<file path="config.mk">
export PLATFORM = sky130hd
export DESIGN_NAME = simonTop
export DESIGN_NICKNAME = d
export VERILOG_FILES = /design/src/design/simonPkg.sv /design/src/design/simonCtrlIf.sv /design/src/design/simonKeySchedule.sv /design/src/design/simonRound.sv /design/src/design/simonCmdDecode.sv /design/src/design/simonCipherCore.sv /design/src/design/simonResult.sv /design/src/design/simonTop.sv
export VERILOG_INCLUDE_DIRS = /design/src /design/src/include
export SDC_FILE = /design/constraint.sdc
export NUM_CORES = 1
export LEC_CHECK = 0
export ABC_AREA = 1
export BUFFER_PORTS_ARGS = -buffer_cell sky130_fd_sc_hd__buf_4
export CORE_ASPECT_RATIO = 1.1
export CORE_MARGIN = 2
export CORE_UTILIZATION = 45
export DETAILED_ROUTE_END_ITERATION = 10
export SLEW_MARGIN = 25
export SYNTH_ARGS = -nofsm -noshare
export SYNTH_HDL_FRONTEND = slang
export SYNTH_SLANG_ARGS = --single-unit
</file>
<file path="constraint.sdc">
create_clock -name clkALL -period 2.31 [get_ports clkALL]
set_input_delay 0.462 -clock clkALL [delete_from_list [all_inputs] [get_ports clkALL]]
set_output_delay 0.462 -clock clkALL [all_outputs]
set_load 0.01 [all_outputs]
</file>
<file path="src/include/simon_cfg.svh">
`ifndef SIMON_CFG_SVH
`define SIMON_CFG_SVH

// Word size in bits
`define SIMON_N 16

// Key words
`define SIMON_M 4

// Rounds per block and round counter width
`define SIMON_T 32
`define SIMON_CB 5

`endif

</file>
<file path="src/design/simonPkg.sv">
`default_nettype none
`include "simon_cfg.svh"

package simonPkg;

	typedef logic [`SIMON_N-1:0] simonWord;

	// Word 1 is x, word 0 is y
	typedef simonWord [1:0] simonBlock;

	// Word 0 is the first round key
	typedef simonWord [`SIMON_M-1:0] simonKey;

	typedef logic [`SIMON_CB-1:0] simonRoundIdx;

	typedef logic [7:0] simonByte;

	typedef enum logic [1:0]
	{
		INIT,
		LOAD,
		EXECUTE,
		WRITE
	} simonState;

endpackage

`default_nettype wire

</file>
<file path="src/design/simonCtrlIf.sv">
`timescale 1ns/1ps
`default_nettype none
`include "simon_cfg.svh"

interface simonCtrlIf;

	logic dataGo;
	logic keyGo;
	logic encrypt;
	logic loadPulse;
	simonPkg::simonRoundIdx round;
	logic active;
	logic writeOut;
	simonPkg::simonByte info;
	simonPkg::simonByte count;

	modport decode
	(
		output dataGo, keyGo, encrypt, loadPulse, round, active, writeOut, info, count
	);

	modport exec
	(
		input dataGo, keyGo, encrypt, loadPulse, round, active
	);

	modport result
	(
		input encrypt, writeOut, info, count
	);

endinterface

`default_nettype wire

</file>
<file path="src/design/simonKeySchedule.sv">
`timescale 1ns/1ps
`default_nettype none
`include "simon_cfg.svh"

module simonKeySchedule
(
	input logic clkALL,
	input logic nR,
	input simonPkg::simonKey KEY,
	input logic load,
	input logic step,
	input simonPkg::simonRoundIdx stepIdx,
	input simonPkg::simonRoundIdx keyIdx,
	output simonPkg::simonWord roundKey
);

	// z0 sequence, bit 0 first
	localparam logic [61:0] Z0 = 62'h19C3522FB386A45F;

	simonPkg::simonWord keyStore [`SIMON_T];
	simonPkg::simonKey window;
	simonPkg::simonWord tmp;
	simonPkg::simonWord nextWord;
	simonPkg::simonRoundIdx writeIdx;
	logic doStep;

	function automatic simonPkg::simonWord rotr(input simonPkg::simonWord w, input int s);
		return (w >> s) | (w << (`SIMON_N - s));
	endfunction

	assign doStep = step && (stepIdx < `SIMON_T - `SIMON_M);
	assign writeIdx = stepIdx + simonPkg::simonRoundIdx'(`SIMON_M);

	always_comb
	begin
		tmp = rotr(window[`SIMON_M-1], 3) ^ window[1];
		nextWord = window[0] ^ tmp ^ rotr(tmp, 1) ^ simonPkg::simonWord'(16'hfffc)
			^ simonPkg::simonWord'(Z0[stepIdx]);
	end

	always_ff @(posedge clkALL)
	begin
		if (load)
		begin
			for (int i = 0; i < `SIMON_M; i++)
				keyStore[i] <= KEY[i];
		end
		else if (doStep)
			keyStore[writeIdx] <= nextWord;
	end

	// Oldest word sits in slot 0
	always_ff @(posedge clkALL or negedge nR)
	begin
		if (!nR)
			window <= '0;
		else if (load)
			window <= KEY;
		else if (doStep)
			window <= {nextWord, window[`SIMON_M-1:1]};
	end

	assign roundKey = (doStep && keyIdx == writeIdx) ? nextWord : keyStore[keyIdx];

endmodule

`default_nettype wire

</file>
<file path="src/design/simonRound.sv">
`timescale 1ns/1ps
`default_nettype none

module simonRound
(
	input simonPkg::simonBlock in,
	input simonPkg::simonWord key,
	output simonPkg::simonBlock out
);

	simonPkg::simonWord x;
	simonPkg::simonWord y;
	simonPkg::simonWord f;

	function automatic simonPkg::simonWord rotl(input simonPkg::simonWord w, input int s);
		return (w << s) | (w >> ($bits(simonPkg::simonWord) - s));
	endfunction

	assign x = in[1];
	assign y = in[0];

	// Nonlinear mix of the upper word
	assign f = (rotl(x, 1) & rotl(x, 8)) ^ rotl(x, 2);

	assign out = {y ^ key ^ f, x};

endmodule

`default_nettype wire

</file>
<file path="src/design/simonCmdDecode.sv">
`timescale 1ns/1ps
`default_nettype none
`include "simon_cfg.svh"

module simonCmdDecode
(
	input logic clkALL,
	input logic nR,
	input logic newDATA,
	input logic newKEY,
	input logic readDATA,
	input logic doneDATA,
	input simonPkg::simonByte infoIN,
	input simonPkg::simonByte countIN,
	simonCtrlIf.decode ctrl,
	output logic loadDATA,
	output logic loadKEY,
	output logic doneKEY
);

	simonPkg::simonState state;
	logic prevData;
	logic prevKey;
	logic pendData;
	logic pendKey;
	logic riseData;
	logic riseKey;
	logic startData;
	logic accept;
	logic lastRound;
	logic holdWrite;

	assign riseData = newDATA & ~prevData;
	assign riseKey = newKEY & ~prevKey;

	// A new key only lets encryption ride along in the same pass
	assign startData = pendData & (pendKey ? infoIN[6] : doneKEY);
	assign accept = (state == simonPkg::LOAD) & ~ctrl.loadPulse & (startData | pendKey);
	assign lastRound = ctrl.round == simonPkg::simonRoundIdx'(`SIMON_T - 1);
	assign holdWrite = ctrl.dataGo & (doneDATA | readDATA);

	assign ctrl.active = state == simonPkg::EXECUTE;
	assign ctrl.writeOut = (state == simonPkg::WRITE) & ctrl.dataGo & ~holdWrite;

	// Request edges and pending flags
	always_ff @(posedge clkALL or negedge nR)
	begin
		if (!nR)
		begin
			prevData <= 1'b0;
			prevKey <= 1'b0;
			pendData <= 1'b0;
			pendKey <= 1'b0;
		end
		else
		begin
			prevData <= newDATA;
			prevKey <= newKEY;
			pendData <= riseData | (pendData & ~(accept & startData));
			pendKey <= riseKey | (pendKey & ~accept);
		end
	end

	always_ff @(posedge clkALL or negedge nR)
	begin
		if (!nR)
		begin
			state <= simonPkg::INIT;
			ctrl.loadPulse <= 1'b0;
			ctrl.dataGo <= 1'b0;
			ctrl.keyGo <= 1'b0;
			ctrl.encrypt <= 1'b0;
			ctrl.info <= '0;
			ctrl.count <= '0;
			ctrl.round <= '0;
			loadDATA <= 1'b0;
			loadKEY <= 1'b0;
			doneKEY <= 1'b0;
		end
		else
		begin
			ctrl.loadPulse <= accept;
			loadDATA <= accept & startData;
			loadKEY <= accept & pendKey;
			if (accept)
			begin
				ctrl.dataGo <= startData;
				ctrl.keyGo <= pendKey;
				ctrl.encrypt <= infoIN[6];
				ctrl.info <= infoIN;
				ctrl.count <= countIN;
			end
			unique case (state)
			simonPkg::INIT:
				state <= simonPkg::LOAD;
			simonPkg::LOAD:
			begin
				if (ctrl.loadPulse)
				begin
					state <= simonPkg::EXECUTE;
					ctrl.round <= '0;
				end
			end
			simonPkg::EXECUTE:
			begin
				ctrl.round <= ctrl.round + simonPkg::simonRoundIdx'(1);
				if (lastRound)
					state <= simonPkg::WRITE;
			end
			simonPkg::WRITE:
			begin
				// Result held here until the host has read the previous one
				if (!holdWrite)
				begin
					state <= simonPkg::LOAD;
					if (ctrl.keyGo)
						doneKEY <= 1'b1;
				end
			end
			endcase
		end
	end

endmodule

`default_nettype wire

</file>
<file path="src/design/simonCipherCore.sv">
`timescale 1ns/1ps
`default_nettype none
`include "simon_cfg.svh"

module simonCipherCore
(
	input logic clkALL,
	input logic nR,
	input simonPkg::simonBlock inDATA,
	input simonPkg::simonKey KEY,
	simonCtrlIf.exec ctrl,
	output simonPkg::simonBlock block
);

	simonPkg::simonBlock roundOut;
	simonPkg::simonWord roundKey;
	simonPkg::simonRoundIdx keyIdx;
	logic keyLoad;
	logic keyStep;

	assign keyLoad = ctrl.loadPulse & ctrl.keyGo;
	assign keyStep = ctrl.active & ctrl.keyGo;

	// Decryption walks the round keys backwards
	assign keyIdx = ctrl.encrypt ? ctrl.round
		: simonPkg::simonRoundIdx'(`SIMON_T - 1) - ctrl.round;

	simonKeySchedule keySched
	(
		.clkALL(clkALL),
		.nR(nR),
		.KEY(KEY),
		.load(keyLoad),
		.step(keyStep),
		.stepIdx(ctrl.round),
		.keyIdx(keyIdx),
		.roundKey(roundKey)
	);

	simonRound rnd
	(
		.in(block),
		.key(roundKey),
		.out(roundOut)
	);

	always_ff @(posedge clkALL or negedge nR)
	begin
		if (!nR)
			block <= '0;
		else if (ctrl.loadPulse && ctrl.dataGo)
		begin
			// Swapped words let decryption reuse the forward round
			if (ctrl.encrypt)
				block <= inDATA;
			else
				block <= {inDATA[0], inDATA[1]};
		end
		else if (ctrl.active && ctrl.dataGo)
			block <= roundOut;
	end

endmodule

`default_nettype wire

</file>
<file path="src/design/simonResult.sv">
`timescale 1ns/1ps
`default_nettype none
`include "simon_cfg.svh"

module simonResult
(
	input logic clkALL,
	input logic nR,
	input simonPkg::simonBlock block,
	input logic readDATA,
	simonCtrlIf.result ctrl,
	output simonPkg::simonBlock outDATA,
	output simonPkg::simonByte infoOUT,
	output simonPkg::simonByte countOUT,
	output logic doneDATA
);

	simonPkg::simonBlock finalBlock;

	// Undo the decryption word swap
	assign finalBlock = ctrl.encrypt ? block : {block[0], block[1]};

	always_ff @(posedge clkALL or negedge nR)
	begin
		if (!nR)
		begin
			outDATA <= '0;
			infoOUT <= '0;
			countOUT <= '0;
		end
		else if (ctrl.writeOut)
		begin
			outDATA <= finalBlock;
			infoOUT <= {ctrl.info[7:5], ~ctrl.info[4], ctrl.info[3:0]};
			countOUT <= ctrl.count;
		end
	end

	// Host acknowledges with readDATA
	always_ff @(posedge clkALL or negedge nR)
	begin
		if (!nR)
			doneDATA <= 1'b0;
		else if (ctrl.writeOut)
			doneDATA <= 1'b1;
		else if (readDATA)
			doneDATA <= 1'b0;
	end

endmodule

`default_nettype wire

</file>
<file path="src/design/simonTop.sv">
`timescale 1ns/1ps
`default_nettype none
`include "simon_cfg.svh"

module simonTop
(
	input logic clkALL,
	input logic nR,
	input logic newDATA,
	input logic newKEY,
	input logic readDATA,
	input simonPkg::simonByte infoIN,
	input simonPkg::simonByte countIN,
	input simonPkg::simonBlock inDATA,
	input simonPkg::simonKey KEY,
	output logic loadDATA,
	output logic loadKEY,
	output logic doneDATA,
	output logic doneKEY,
	output simonPkg::simonByte infoOUT,
	output simonPkg::simonByte countOUT,
	output simonPkg::simonBlock outDATA
);

	simonPkg::simonBlock block;

	simonCtrlIf ctrlBus();

	simonCmdDecode decode
	(
		.clkALL(clkALL),
		.nR(nR),
		.newDATA(newDATA),
		.newKEY(newKEY),
		.readDATA(readDATA),
		.doneDATA(doneDATA),
		.infoIN(infoIN),
		.countIN(countIN),
		.ctrl(ctrlBus),
		.loadDATA(loadDATA),
		.loadKEY(loadKEY),
		.doneKEY(doneKEY)
	);

	simonCipherCore core
	(
		.clkALL(clkALL),
		.nR(nR),
		.inDATA(inDATA),
		.KEY(KEY),
		.ctrl(ctrlBus),
		.block(block)
	);

	simonResult result
	(
		.clkALL(clkALL),
		.nR(nR),
		.block(block),
		.readDATA(readDATA),
		.ctrl(ctrlBus),
		.outDATA(outDATA),
		.infoOUT(infoOUT),
		.countOUT(countOUT),
		.doneDATA(doneDATA)
	);

endmodule

`default_nettype wire

</file>
# Word level (Yosys, flattened, before mapping)
# Memory sizes are Yosys's and may differ from the RTL's.
# Index checks and enable logic that the tools add are counted.
# classes
n_addsub	3
n_lt_le_gt_ge	2
eq_ne	8
n_mux	26
bitwise	39
reduce_logical	13
# ops
op	n
32-bit 2-to-1 mux	4
64-bit 2-to-1 mux	2
16-bit XOR	6
16-bit 2-to-1 mux	2
16-bit AND	1
13-bit by 16-bit bitwise OR with 16-bit output	1
15-bit by 16-bit bitwise OR with 16-bit output	1
16-bit by 1-bit bitwise OR with 16-bit output	1
16-bit by 2-bit bitwise OR with 16-bit output	1
16-bit by 8-bit bitwise OR with 16-bit output	1
16-bit OR reduction	1
16-bit by 1-bit XOR with 16-bit output	1
5-bit 2-to-1 mux	3
1-bit AND	14
14-bit NOT	1
1-bit 2-to-1 mux	10
5-bit case mux with 2 select lines	1
2-bit case mux with 4 select lines	1
2-bit nonzero test	4
5-bit by 7-bit < comparator with 1-bit output (second input constant)	1
1-bit NOT	7
2-bit 2-to-1 mux	3
3-bit AND reduction	2
5-bit by 1-bit adder with 5-bit output (second input constant)	1
13 further kinds	21
# totals
reg_bits	179
ram_bits	512
mem_bits_ro	32
in_bits	117
elab_cells	119
n_memories	2
# mem_list
memory	words	word_bits	read_ports	rd_clocked_by_memory_dff	wr	line_no	source
core.keySched.keyStore	32	16	1	0	4	simonKeySchedule.sv:20	simonPkg::simonWord keyStore [`SIMON_T];
(name not given)	32	1	1	0	0	simonKeySchedule.sv:38	^ simonPkg::simonWord'(Z0[stepIdx]);

# Depth between registers and ports, before layout
# Gate-level depths: netlist of run 1.
# logic_depth
depth_word	11
depth_mapped	15

# By module
# A second synthesis of run 1 with hierarchy kept.
# hier_totals
hier_cells	3627
area_unflattened_um2	33261.9
# modules_own_cells
module	instances	cells_each	area_each_um2	seq_area_each_um2
simonKeySchedule	1	2534	25695.9	16976.3
simonResult	1	309	2312.2	1226.2
simonCipherCore	1	289	2195.9	800.8
simonCmdDecode	1	159	1536.5	825.8
simonRound	1	336	1521.5	0.0

# Worst setup path after synthesis of run 1
# Ideal clock, no wire load.
# synth_path
path_kind	register -> register
start	reg decode.ctrl.round[3]
end	mem core.keySched.keyStore[1][0] (netlist bit) (enable)
setup_time_ps	372
arrival_time_ps	1997
required_time_ps	1938
slack_ps	-59
path_stages_with_launch	8
path_buffers	1
period_less_slack_ps	2369
cell_sequence	dfrtp_1 > ha_1 > xnor2_1 > nand3_1 > nor2_1 > inv_1 > clkbuf_1 > nand2_1
# synth_rtl
item	line_no	source
from (decl)	simonCtrlIf.sv:19	output dataGo, keyGo, encrypt, loadPulse, round, active, writeOut, info, count
from (signal assigned)	simonCmdDecode.sv:106	ctrl.round <= ctrl.round + simonPkg::simonRoundIdx'(1);
to (decl)	simonKeySchedule.sv:20	

==> metrics.cfg, run 1 <==
[logic_synthesis]
synth_edf_count = 512
synth_nets = 3125
synth_seq_cells = 690
syn_area_um2 = 30600
synth_fa_ha_area_share_pct = 0.409
seq_area_frac_synth_pct = 64.9
synth.area.mux_share_pct = 0.0368
yosysTopAreaCellShare_pct = 50.3
synth_largest_area_cell = edfxtp_1
synth_ff_type = edfxtp_1
async_flop_share_pct = 25.8
synth_xor_area_share_pct = 2.05
synth.distinct_cells = 32
synth_area_per_cell_um2 = 10.2
synth_top_family_by_area = simple AND/OR/NAND/NOR gates
ys_warn_count = 0
synth-simple-area-share_pct = 21.8
synth-compound-area-share_pct = 6.20
syn_inst = 2998
synthTopCellsByArea = edfxtp_1 (50%), dfrtp_1 (15%), nand3_1 (10%), nand2_1 (10%), o21ai_0 (3.1%)

[cells_and_area]
nFillCells = 5754
stdcell_count = 4181
seq_area_um2 = 19800
drive_gt1_share_pct = 16.8
area_growth_pct = 22.3
nNetsFinal = 3380
multiInputGateArea_um2 = 9730

[routing]
dr.pass1.iters = 8
wl_met2_mm = 48.6
dr_total_vias = 23700
wl_per_cell_um = 23.2
routed_wl_mm = 97.1
routedLengthMet1_mm = 37.8
vias_per_cell = 5.67
drtIter0Drc = 2660
ant_nets = 0
top_layer = met4
route.met3.wl_mm = 6.82
drc = 0

[clock_tree]
max-clock-path-buffers = 3
clkSinkCount = 690
root_buffer = clkbuf_16
cts_tree = built
clkTransAtPathRegs_ps = 60
h-tree-depth = 3
clock_latency_ps = 650
numCtsBuffers = 74

[timing]
slew_headroom_pct = 50.1
setup-violations-final = 0
fin_skew_ps = 27.0
worst_pin_slew_ps = 748
layout_min_cycle_time_ps = 2270
hold_violations = 0
rsz0062_at_grt = yes
fin_crit_sh_pct = 98.2
hold_ws_ps = 36.8
final-max-slew-violation-count = 0
max_clock_freq_ghz = 0.441

[setup_path]
worst-setup-path-type = reg -> reg
cp.required_ps = 2870
worst-endpoint-arrival_ps = 2830
endpoint_kind = register
cp-start-kind = register
worstPathMaxFanout = 17

[floorplan]
die-area_um2 = 70000
num_rows = 100
io_pins = 169
initial_core_util_pct = 45.3
die_h_um = 277
core_um2 = 67400
die_w_um = 253

[run_status]
status = completed

[placed_design]
detailed_place_hpwl_mm = 62.4
gp_congestion = 0.913
dp.cells = 4017
portBuffers = 168

[global_routing]
antenna_found_initial = 2
grt_pass1_vias = 23400
grt_max_degree = 98
globalRouteOverflowTotal = 0
track_usage_pct = 27.6
grt_pass1_wl_mm = 145

[job]
drv_cap = 0

[min_path]
hp-class = in -> reg

## placed cells by master, fill, tap and decap left out, drive strengths merged, types with 44 or more instances in the layout
cell and count:
edfxtp 512, nor2 97, clkbuf 101, xnor2 44, nand3 616, a21oi 75, inv 152, buf 351
nand2 826, o21ai 191, dfrtp 178
## state kept, by name, indices dropped and copies added, names as in the netlist, 2 cells and up
signal / flops
core.keySched.keyStore: 512
core.keySched.window: 64
core.block: 32
result.outDATA: 32
decode.ctrl.count: 8
decode.ctrl.info: 8
result.countOUT: 8
result.infoOUT: 8
decode.ctrl.round: 5
decode.state: 2
## layout make-up
class	count	share of cell area (%)
flip-flops and latches	690	53.0
multi-input cells	1975	26.0
repair buffers	362	10.0
clock buffers	97	5.26
well taps	867	2.90
inverters	150	1.55
clock inverters	38	1.18
diodes	2	0.0134
## stage by stage
stage                     setup WS, ps  area (µm²)  TNS, ps  utilization, %
after global routing             -47.5       37400     -340            55.5
after CTS                        -3.87       36900    -3.87            54.7
after global placement            -146       34100     -689            50.6
after detailed placement          -190       34100    -1370            50.6
final                             42.6       37400        0            55.5
after floorplan                  -59.2       30600    -1890               -
## final timing paths
path | to | cells past startpoint | slack, ps | startpoint
max | core.block[23] | 13 | 40 | decode.ctrl.info[6]
min | decode.ctrl.count[7] | 3 | 40 | countIN[7]
max reg2reg | core.block[23] | 13 | 40 | decode.ctrl.info[6]
min reg2reg | decode.pendKey | 1 | 430 | decode.prevKey
max in group asynchronous | core.keySched.window[3] | 3 | 1200 | nR
min in group asynchronous | result.outDATA[17] | 2 | 370 | nR
## kinds of logic (layout without fill, tap and decap cells)
logic type | Yosys count | count (layout)
AO/OA/AOI/OAI | 337 | 337
XOR/XNOR | 70 | 70
multiplexers | 1 | 1
AND/OR/NAND/NOR | 1556 | 1557
other | 0 | 2
buffers and inverters | 334 | 647
flip-flops | 690 | 690
adder cells (fa/ha/maj) | 10 | 10
## critical path, stage by stage, from the launching register on
cell and delay (ps):
dfrtp_2 470, inv_4 110, nand2_1 90, nand2_4 160, buf_12 180, buf_16 170, nand3_1 170, nand3_1 130
nand3_1 120, nand3_4 150, nand2_1 80, nand2_1 60, nand3_1 110, a21oi_1 160
## synth_stat cells (3+ instances only)
library cell	n
nand3_1	616
o211ai_1	38
xnor2_1	44
o21ai_0	190
buf_4	21
or2_2	15
inv_1	144
nand2_1	820
o221ai_1	27
ha_1	10
buf_1	17
xor2_1	24
clkbuf_1	88
a21oi_1	75
inv_2	5
dfrtp_1	178
buf_2	57
edfxtp_1	512
nand2_2	5
o22ai_1	3
nor2_1	96
## what timing repair did
item	in CTS	in global routing
gates cloned	4	5
hold buffers	4	0
endpoints found under the hold margin	52	0
resized for setup	23	70
buffers inserted	6	8
setup endpoints to repair	45	363
pin swaps	2	6
## metal layers
| layer | GRT usage (%) | vias up |
|---|---|---|
| met5 | 0 | - |
| met4 | 11.8 | 0 |
| met3 | 4.09 | 173 |
| met2 | 46.6 | 995 |
| met1 | 35.5 | 11600 |
| li1 | - | 10900 |
Power of run 1 is not shown: default switching activity piles up to over one toggle a cycle in this logic, so the estimate is an artifact.
==> run 2: changes to the inputs <==
- CORE_UTILIZATION: 45 -> 35
==> run 2 against run 1 <==
  * Non-clock buffer count decreased by 5
  * Die area increased by 28%
  * First-iteration DRC count decreased by 17%
  * Setup slack lost 19 ps
  * Maximum frequency shrank 0.83%
  * Register-to-register slack lost 20 ps
  * Critical path type unchanged
==> metrics.cfg, run 2 (same netlist as run 1, synthesis figures left out) <==
[timing]
max_clock_freq_ghz = 0.437  ; was 0.441 GHz
rsz0062_at_grt = yes  ; unchanged
worst_pin_slew_ps = 877  ; was 748 ps
setup_slack_ps = 23.7  ; was 42.6 ps
tns_ps = 0  ; unchanged
fin_crit_sh_pct = 99.0  ; was 98.2%
fin_skew_ps = 25.3  ; was 27.0 ps
hold_violations = 0  ; unchanged
layout_min_cycle_time_ps = 2290  ; was 2270 ps
final-max-slew-violation-count = 0  ; unchanged
setup-violations-final = 0  ; unchanged
slew_headroom_pct = 41.5  ; was 50.1%
hold_ws_ps = 35.0  ; was 36.8 ps

[cells_and_area]
nNetsFinal = 3375  ; was 3380
mostFrequentLayoutCells = nand2_1 (816), nand3_1 (590), edfxtp_1 (512)  ; was nand2_1 (814), nand3_1 (575), edfxtp_1 (512)
largest_register_ff_count = 512  ; unchanged
final_util_pct = 43.3  ; was 55.5%
final_common_cell = nand2_1  ; unchanged
nFillCells = 8108  ; was 5754
drive_gt1_share_pct = 16.0  ; was 16.8%
seq_area_um2 = 19800  ; about the same
area_growth_pct = 22.2  ; was 22.3%
largest_register = core.keySched.keyStore  ; unchanged
multiInputGateArea_um2 = 9570  ; was 9730 µm²
reg_top3 = core.keySched.keyStore (512), core.keySched.window (64)  ; unchanged
antenna_cells = 0  ; was 2

[setup_path]
worstPathMaxFanout = 32  ; was 17
cp-start-kind = register  ; unchanged
worst-endpoint-arrival_ps = 2820  ; was 2830 ps
endpoint_kind = register  ; unchanged
cp.required_ps = 2850  ; was 2870 ps
worst-setup-path-type = reg -> reg  ; unchanged

[clock_tree]
h-tree-depth = 3  ; unchanged
root_buffer = clkbuf_16  ; unchanged
max-clock-path-buffers = 3  ; unchanged
clkTransAtPathRegs_ps = 60  ; about the same
clkSinkCount = 690  ; unchanged
clock_latency_ps = 630  ; was 650 ps
cts_tree = built  ; unchanged
numCtsBuffers = 75  ; was 74

[floorplan]
io_pins = 169  ; unchanged
num_rows = 113  ; was 100
initial_core_util_pct = 35.4  ; was 45.3%
die_h_um = 314  ; was 277 µm
die-area_um2 = 89700  ; was 70000 µm²
die_w_um = 286  ; was 253 µm
core_um2 = 86400  ; was 67400 µm²

[routing]
dr_total_vias = 23100  ; was 23700
wl_per_cell_um = 20.5  ; was 23.2 µm
drc = 0  ; unchanged
routedLengthMet1_mm = 38.5  ; was 37.8 mm
wl_met2_mm = 44.6  ; was 48.6 mm
vias_per_cell = 5.20  ; was 5.67
drtIter0Drc = 2214  ; was 2660
route.met3.wl_mm = 5.55  ; was 6.82 mm
ant_nets = 0  ; unchanged
routed_wl_mm = 91.5  ; was 97.1 mm
dr.pass1.iters = 6  ; was 8
top_layer = met4  ; unchanged

[global_routing]
grt_pass1_wl_mm = 137  ; was 145 mm
grt_max_degree = 98  ; unchanged
globalRouteOverflowTotal = 0  ; unchanged
antenna_found_initial = 0  ; was 2
grt_pass1_vias = 22500  ; was 23400
track_usage_pct = 19.8  ; was 27.6%

[min_path]
hp-class = in -> reg  ; unchanged

[job]
drv_cap = 0  ; unchanged

[placed_design]
preCtsSetupSlack_ps = 12.9  ; was -190 ps
detailed_place_hpwl_mm = 57.6  ; was 62.4 mm
gp_congestion = 0.865  ; was 0.913
portBuffers = 168  ; unchanged

[run_status]
status = completed  ; unchanged

-- run 2: cell count changes in the layout (fill, tap and decap cells not counted), moves of 4 or more --
cell,previous run,this run
nand3_1,575,590
nand3_2,35,26
clkbuf_8,3,11
nand3_4,6,0
bufinv_16,7,2
clkinv_2,13,8
clkbuf_16,78,82
nor2_1,90,94
-- run 2: final timing paths --
path	startpoint	end	slack, ps	cells past startpoint
min in group asynchronous	nR	result.infoOUT[4]	340	2
worst max-delay path	decode.ctrl.round[0]	core.block[28]	20	13
max in group asynchronous	nR	result.outDATA[18]	1280	3
worst max register to register	decode.ctrl.round[0]	core.block[28]	20	13
worst min-delay path	readDATA	result.doneDATA	40	2
worst min register to register	decode.prevKey	decode.pendKey	420	1
-- run 2: stage by stage --
step | cell area (µm²) | std cells
3_3_place_gp | 34600 | 4306
4_1_cts | 36900 | 4440
3_5_place_dp | 34600 | 4306
2_1_floorplan | 30600 | 2998
6_report | 37400 | 4452
5_1_grt | 37400 | 4452
-- run 2: final cells by class --
cell class | instances | area share (%)
Clock inverter | 26 | 0.573
Sequential cell | 690 | 53.1
Tap cell | 1150 | 3.85
Multi-Input combinational cell | 1974 | 25.6
Clock buffer | 105 | 5.68
Inverter | 150 | 1.55
Timing Repair Buffer | 357 | 9.69
-- run 2: routing by layer --
layer / vias to the layer above / global-route usage, %
li1: 10900 / -
met2: 809 / 33.1
met3: 135 / 2.57
met1: 11300 / 26.5
met5: - / 0
met4: 0 / 7.08
-- run 2: what timing repair did --
item,4_1_cts,5_1_grt
gates cloned,0,6
endpoints found under the setup margin,1,70
hold buffers,3,0
buffers inserted,0,6
pin swaps,0,4
resized for setup,1,48
endpoints found under the hold margin,32,0
-- run 2: critical path, cell delays in order (launching register included) --
cell     delay (ps)
dfrtp_1         380
inv_2           140
nand2_2         140
nand2_8         190
buf_12          220
buf_4           170
nand2_1          50
nand3_1          80
nand3_1         170
nand3_1         160
nand3_2         150
nand3_1         110
nand3_1          80
a21oi_1         150
Power of run 2 is left out for the same reason.
==> run 3: changes to the inputs <==
- CELL_PAD_IN_SITES_DETAIL_PLACEMENT: default -> 0
- CELL_PAD_IN_SITES_GLOBAL_PLACEMENT: default -> 1
- CORE_UTILIZATION: 35 -> 44
- PLACE_DENSITY_LB_ADDON: default -> 0.1
==> run 3 against run 2 <==
  * First-iteration DRC count down 5.3%
  * Clock-buffer cell count down 1
  * Via count up 0.49%
  * Highest routed layer unchanged
==> metrics.cfg, run 3 (same netlist as run 1, synthesis figures left out) <==
[cells_and_area]
antenna_cells = 0  ; unchanged
largest_register = core.keySched.keyStore  ; unchanged
drive_gt1_share_pct = 17.4  ; was 16.0%
nNetsFinal = 3398  ; was 3375
nFillCells = 5978  ; was 8108
reg_top3 = core.keySched.keyStore (512), core.keySched.window (64)  ; unchanged
mostFrequentLayoutCells = nand2_1 (813), nand3_1 (568), edfxtp_1 (512)  ; was nand2_1 (816), nand3_1 (590), edfxtp_1 (512)
final_common_cell = nand2_1  ; unchanged
largest_register_ff_count = 512  ; unchanged
area_growth_pct = 23.2  ; was 22.2%

[floorplan]
core_um2 = 68900  ; was 86400 µm²
num_rows = 101  ; was 113
die_w_um = 255  ; was 286 µm
die-area_um2 = 71600  ; was 89700 µm²
io_pins = 169  ; unchanged
initial_core_util_pct = 44.4  ; was 35.4%
die_h_um = 280  ; was 314 µm

[global_routing]
grt_pass1_wl_mm = 142  ; was 137 mm
track_usage_pct = 26.3  ; was 19.8%
grt_pass1_vias = 22900  ; was 22500
globalRouteOverflowTotal = 0  ; unchanged
antenna_found_initial = 2  ; was 0
grt_max_degree = 98  ; unchanged

[setup_path]
crit_path_max_incr_delay_ps = 450  ; was 380 ps
cpMaxStageDelayCell = dfrtp_2  ; was dfrtp_1
worst-endpoint-arrival_ps = 2810  ; was 2820 ps
cp-start-kind = register  ; unchanged
worstPathMaxFanout = 9  ; was 32
crit_path_frequent_cell = nand3_1  ; unchanged
reg2reg_depth = 13  ; unchanged
cp_cell_sequence = inv_4 > nand2_2 > nand2_8 > clkinv_8 > buf_12 > nand3_1 > nand3_1 > buf_4 > nand3_1 > nand3_2 > nand3_1 > nand3_1 > a21oi_2  ; was inv_2 > nand2_2 > nand2_8 > buf_12 > buf_4 > nand2_1 > nand3_1 > nand3_1 > nand3_1 > nand3_2 > nand3_1 > nand3_1 > a21oi_1
cp.required_ps = 2870  ; was 2850 ps
path_buf_inv = 4  ; was 3
cp.depth = 13  ; unchanged
endpoint_kind = register  ; unchanged
cp_top_family = simple AND/OR/NAND/NOR gates  ; unchanged
worst-setup-path-type = reg -> reg  ; unchanged

[timing]
rsz0062_at_grt = yes  ; unchanged
layout_min_cycle_time_ps = 2250  ; was 2290 ps
setup_slack_ps = 60.7  ; was 23.7 ps
tns_ps = 0  ; unchanged
final-max-slew-violation-count = 0  ; unchanged
fin_skew_ps = 24.0  ; was 25.3 ps
worst_pin_slew_ps = 678  ; was 877 ps
setup-violations-final = 0  ; unchanged
max_clock_freq_ghz = 0.445  ; was 0.437 GHz
hold_violations = 0  ; unchanged
fin_crit_sh_pct = 97.4  ; was 99.0%
slew_headroom_pct = 54.8  ; was 41.5%

[clock_tree]
clkTransAtPathRegs_ps = 60  ; about the same
max-clock-path-buffers = 3  ; unchanged
clock_latency_ps = 620  ; was 630 ps
h-tree-depth = 3  ; unchanged
cts_tree = built  ; unchanged
numCtsBuffers = 74  ; was 75
root_buffer = clkbuf_16  ; unchanged
clkSinkCount = 690  ; unchanged

[routing]
vias_per_cell = 5.46  ; was 5.20
routed_wl_mm = 96.2  ; was 91.5 mm
dr.pass1.iters = 6  ; unchanged
drtIter0Drc = 2096  ; was 2214
wl_per_cell_um = 22.6  ; was 20.5 µm
dr_total_vias = 23300  ; was 23100
ant_nets = 0  ; unchanged
drc = 0  ; unchanged

[min_path]
holdPathStages = 2  ; unchanged
hp-class = in -> reg  ; unchanged

[placed_design]
preCtsSetupSlack_ps = -131  ; was 12.9 ps
portBuffers = 168  ; unchanged
gp_congestion = 0.869  ; was 0.865
detailed_place_hpwl_mm = 63.1  ; was 57.6 mm

[job]
drv_cap = 0  ; unchanged

[run_status]
status = completed  ; unchanged

-- run 3: final timing paths --
check | from | to | slack (ps)
max reg2reg | decode.ctrl.info[6] | core.block[26] | 60
min reg2reg | decode.prevKey | decode.pendKey | 430
min | readDATA | result.doneDATA | 40
max | decode.ctrl.info[6] | core.block[26] | 60
min in group asynchronous | nR | result.outDATA[22] | 420
max in group asynchronous | nR | decode.ctrl.loadPulse | 1140
-- run 3: final cells by class --
type	instances	area [µm²]	area share (%)
Clock buffer	104	2010	5.35
Clock inverter	31	310	0.824
Inverter	150	584	1.55
Multi-Input combinational cell	1975	9780	26.0
Sequential cell	690	19800	52.6
Tap cell	927	1160	3.08
Timing Repair Buffer	379	3990	10.6
Timing Repair inverter	1	5.00	0.0133
-- run 3: timing repair --
item | CTS | global route
endpoints found under the hold margin | 58 | 0
cloned | 1 | 9
pin swaps | 0 | 9
setup buffers | 0 | 13
hold buffers | 3 | 0
resized for setup | 16 | 82
endpoints found under the setup margin | 9 | 87
-- run 3: per-stage QoR --
stage	cell area [µm²]	cells	util [%]	hold WS, ps
after global routing	37700	4257	54.7	42.9
after CTS	37000	4235	53.7	16.9
final	37700	4257	54.7	37.6
after detailed placement	34500	4096	50.1	425
after floorplan	30600	2998	-	166
after global placement	34500	4096	50.1	419
-- run 3: metal layers --
metal	GRT usage, %	share of wire, %	vias up	wire length [µm]
met3	3.73	5.5	134	5320
met1	32.9	40	11500	38400
met4	9.49	3.0	0	2920
met5	0	0	-	0
met2	46.6	52	727	49500
li1	-	-	10900	-
Power of run 3 is left out for the same reason.
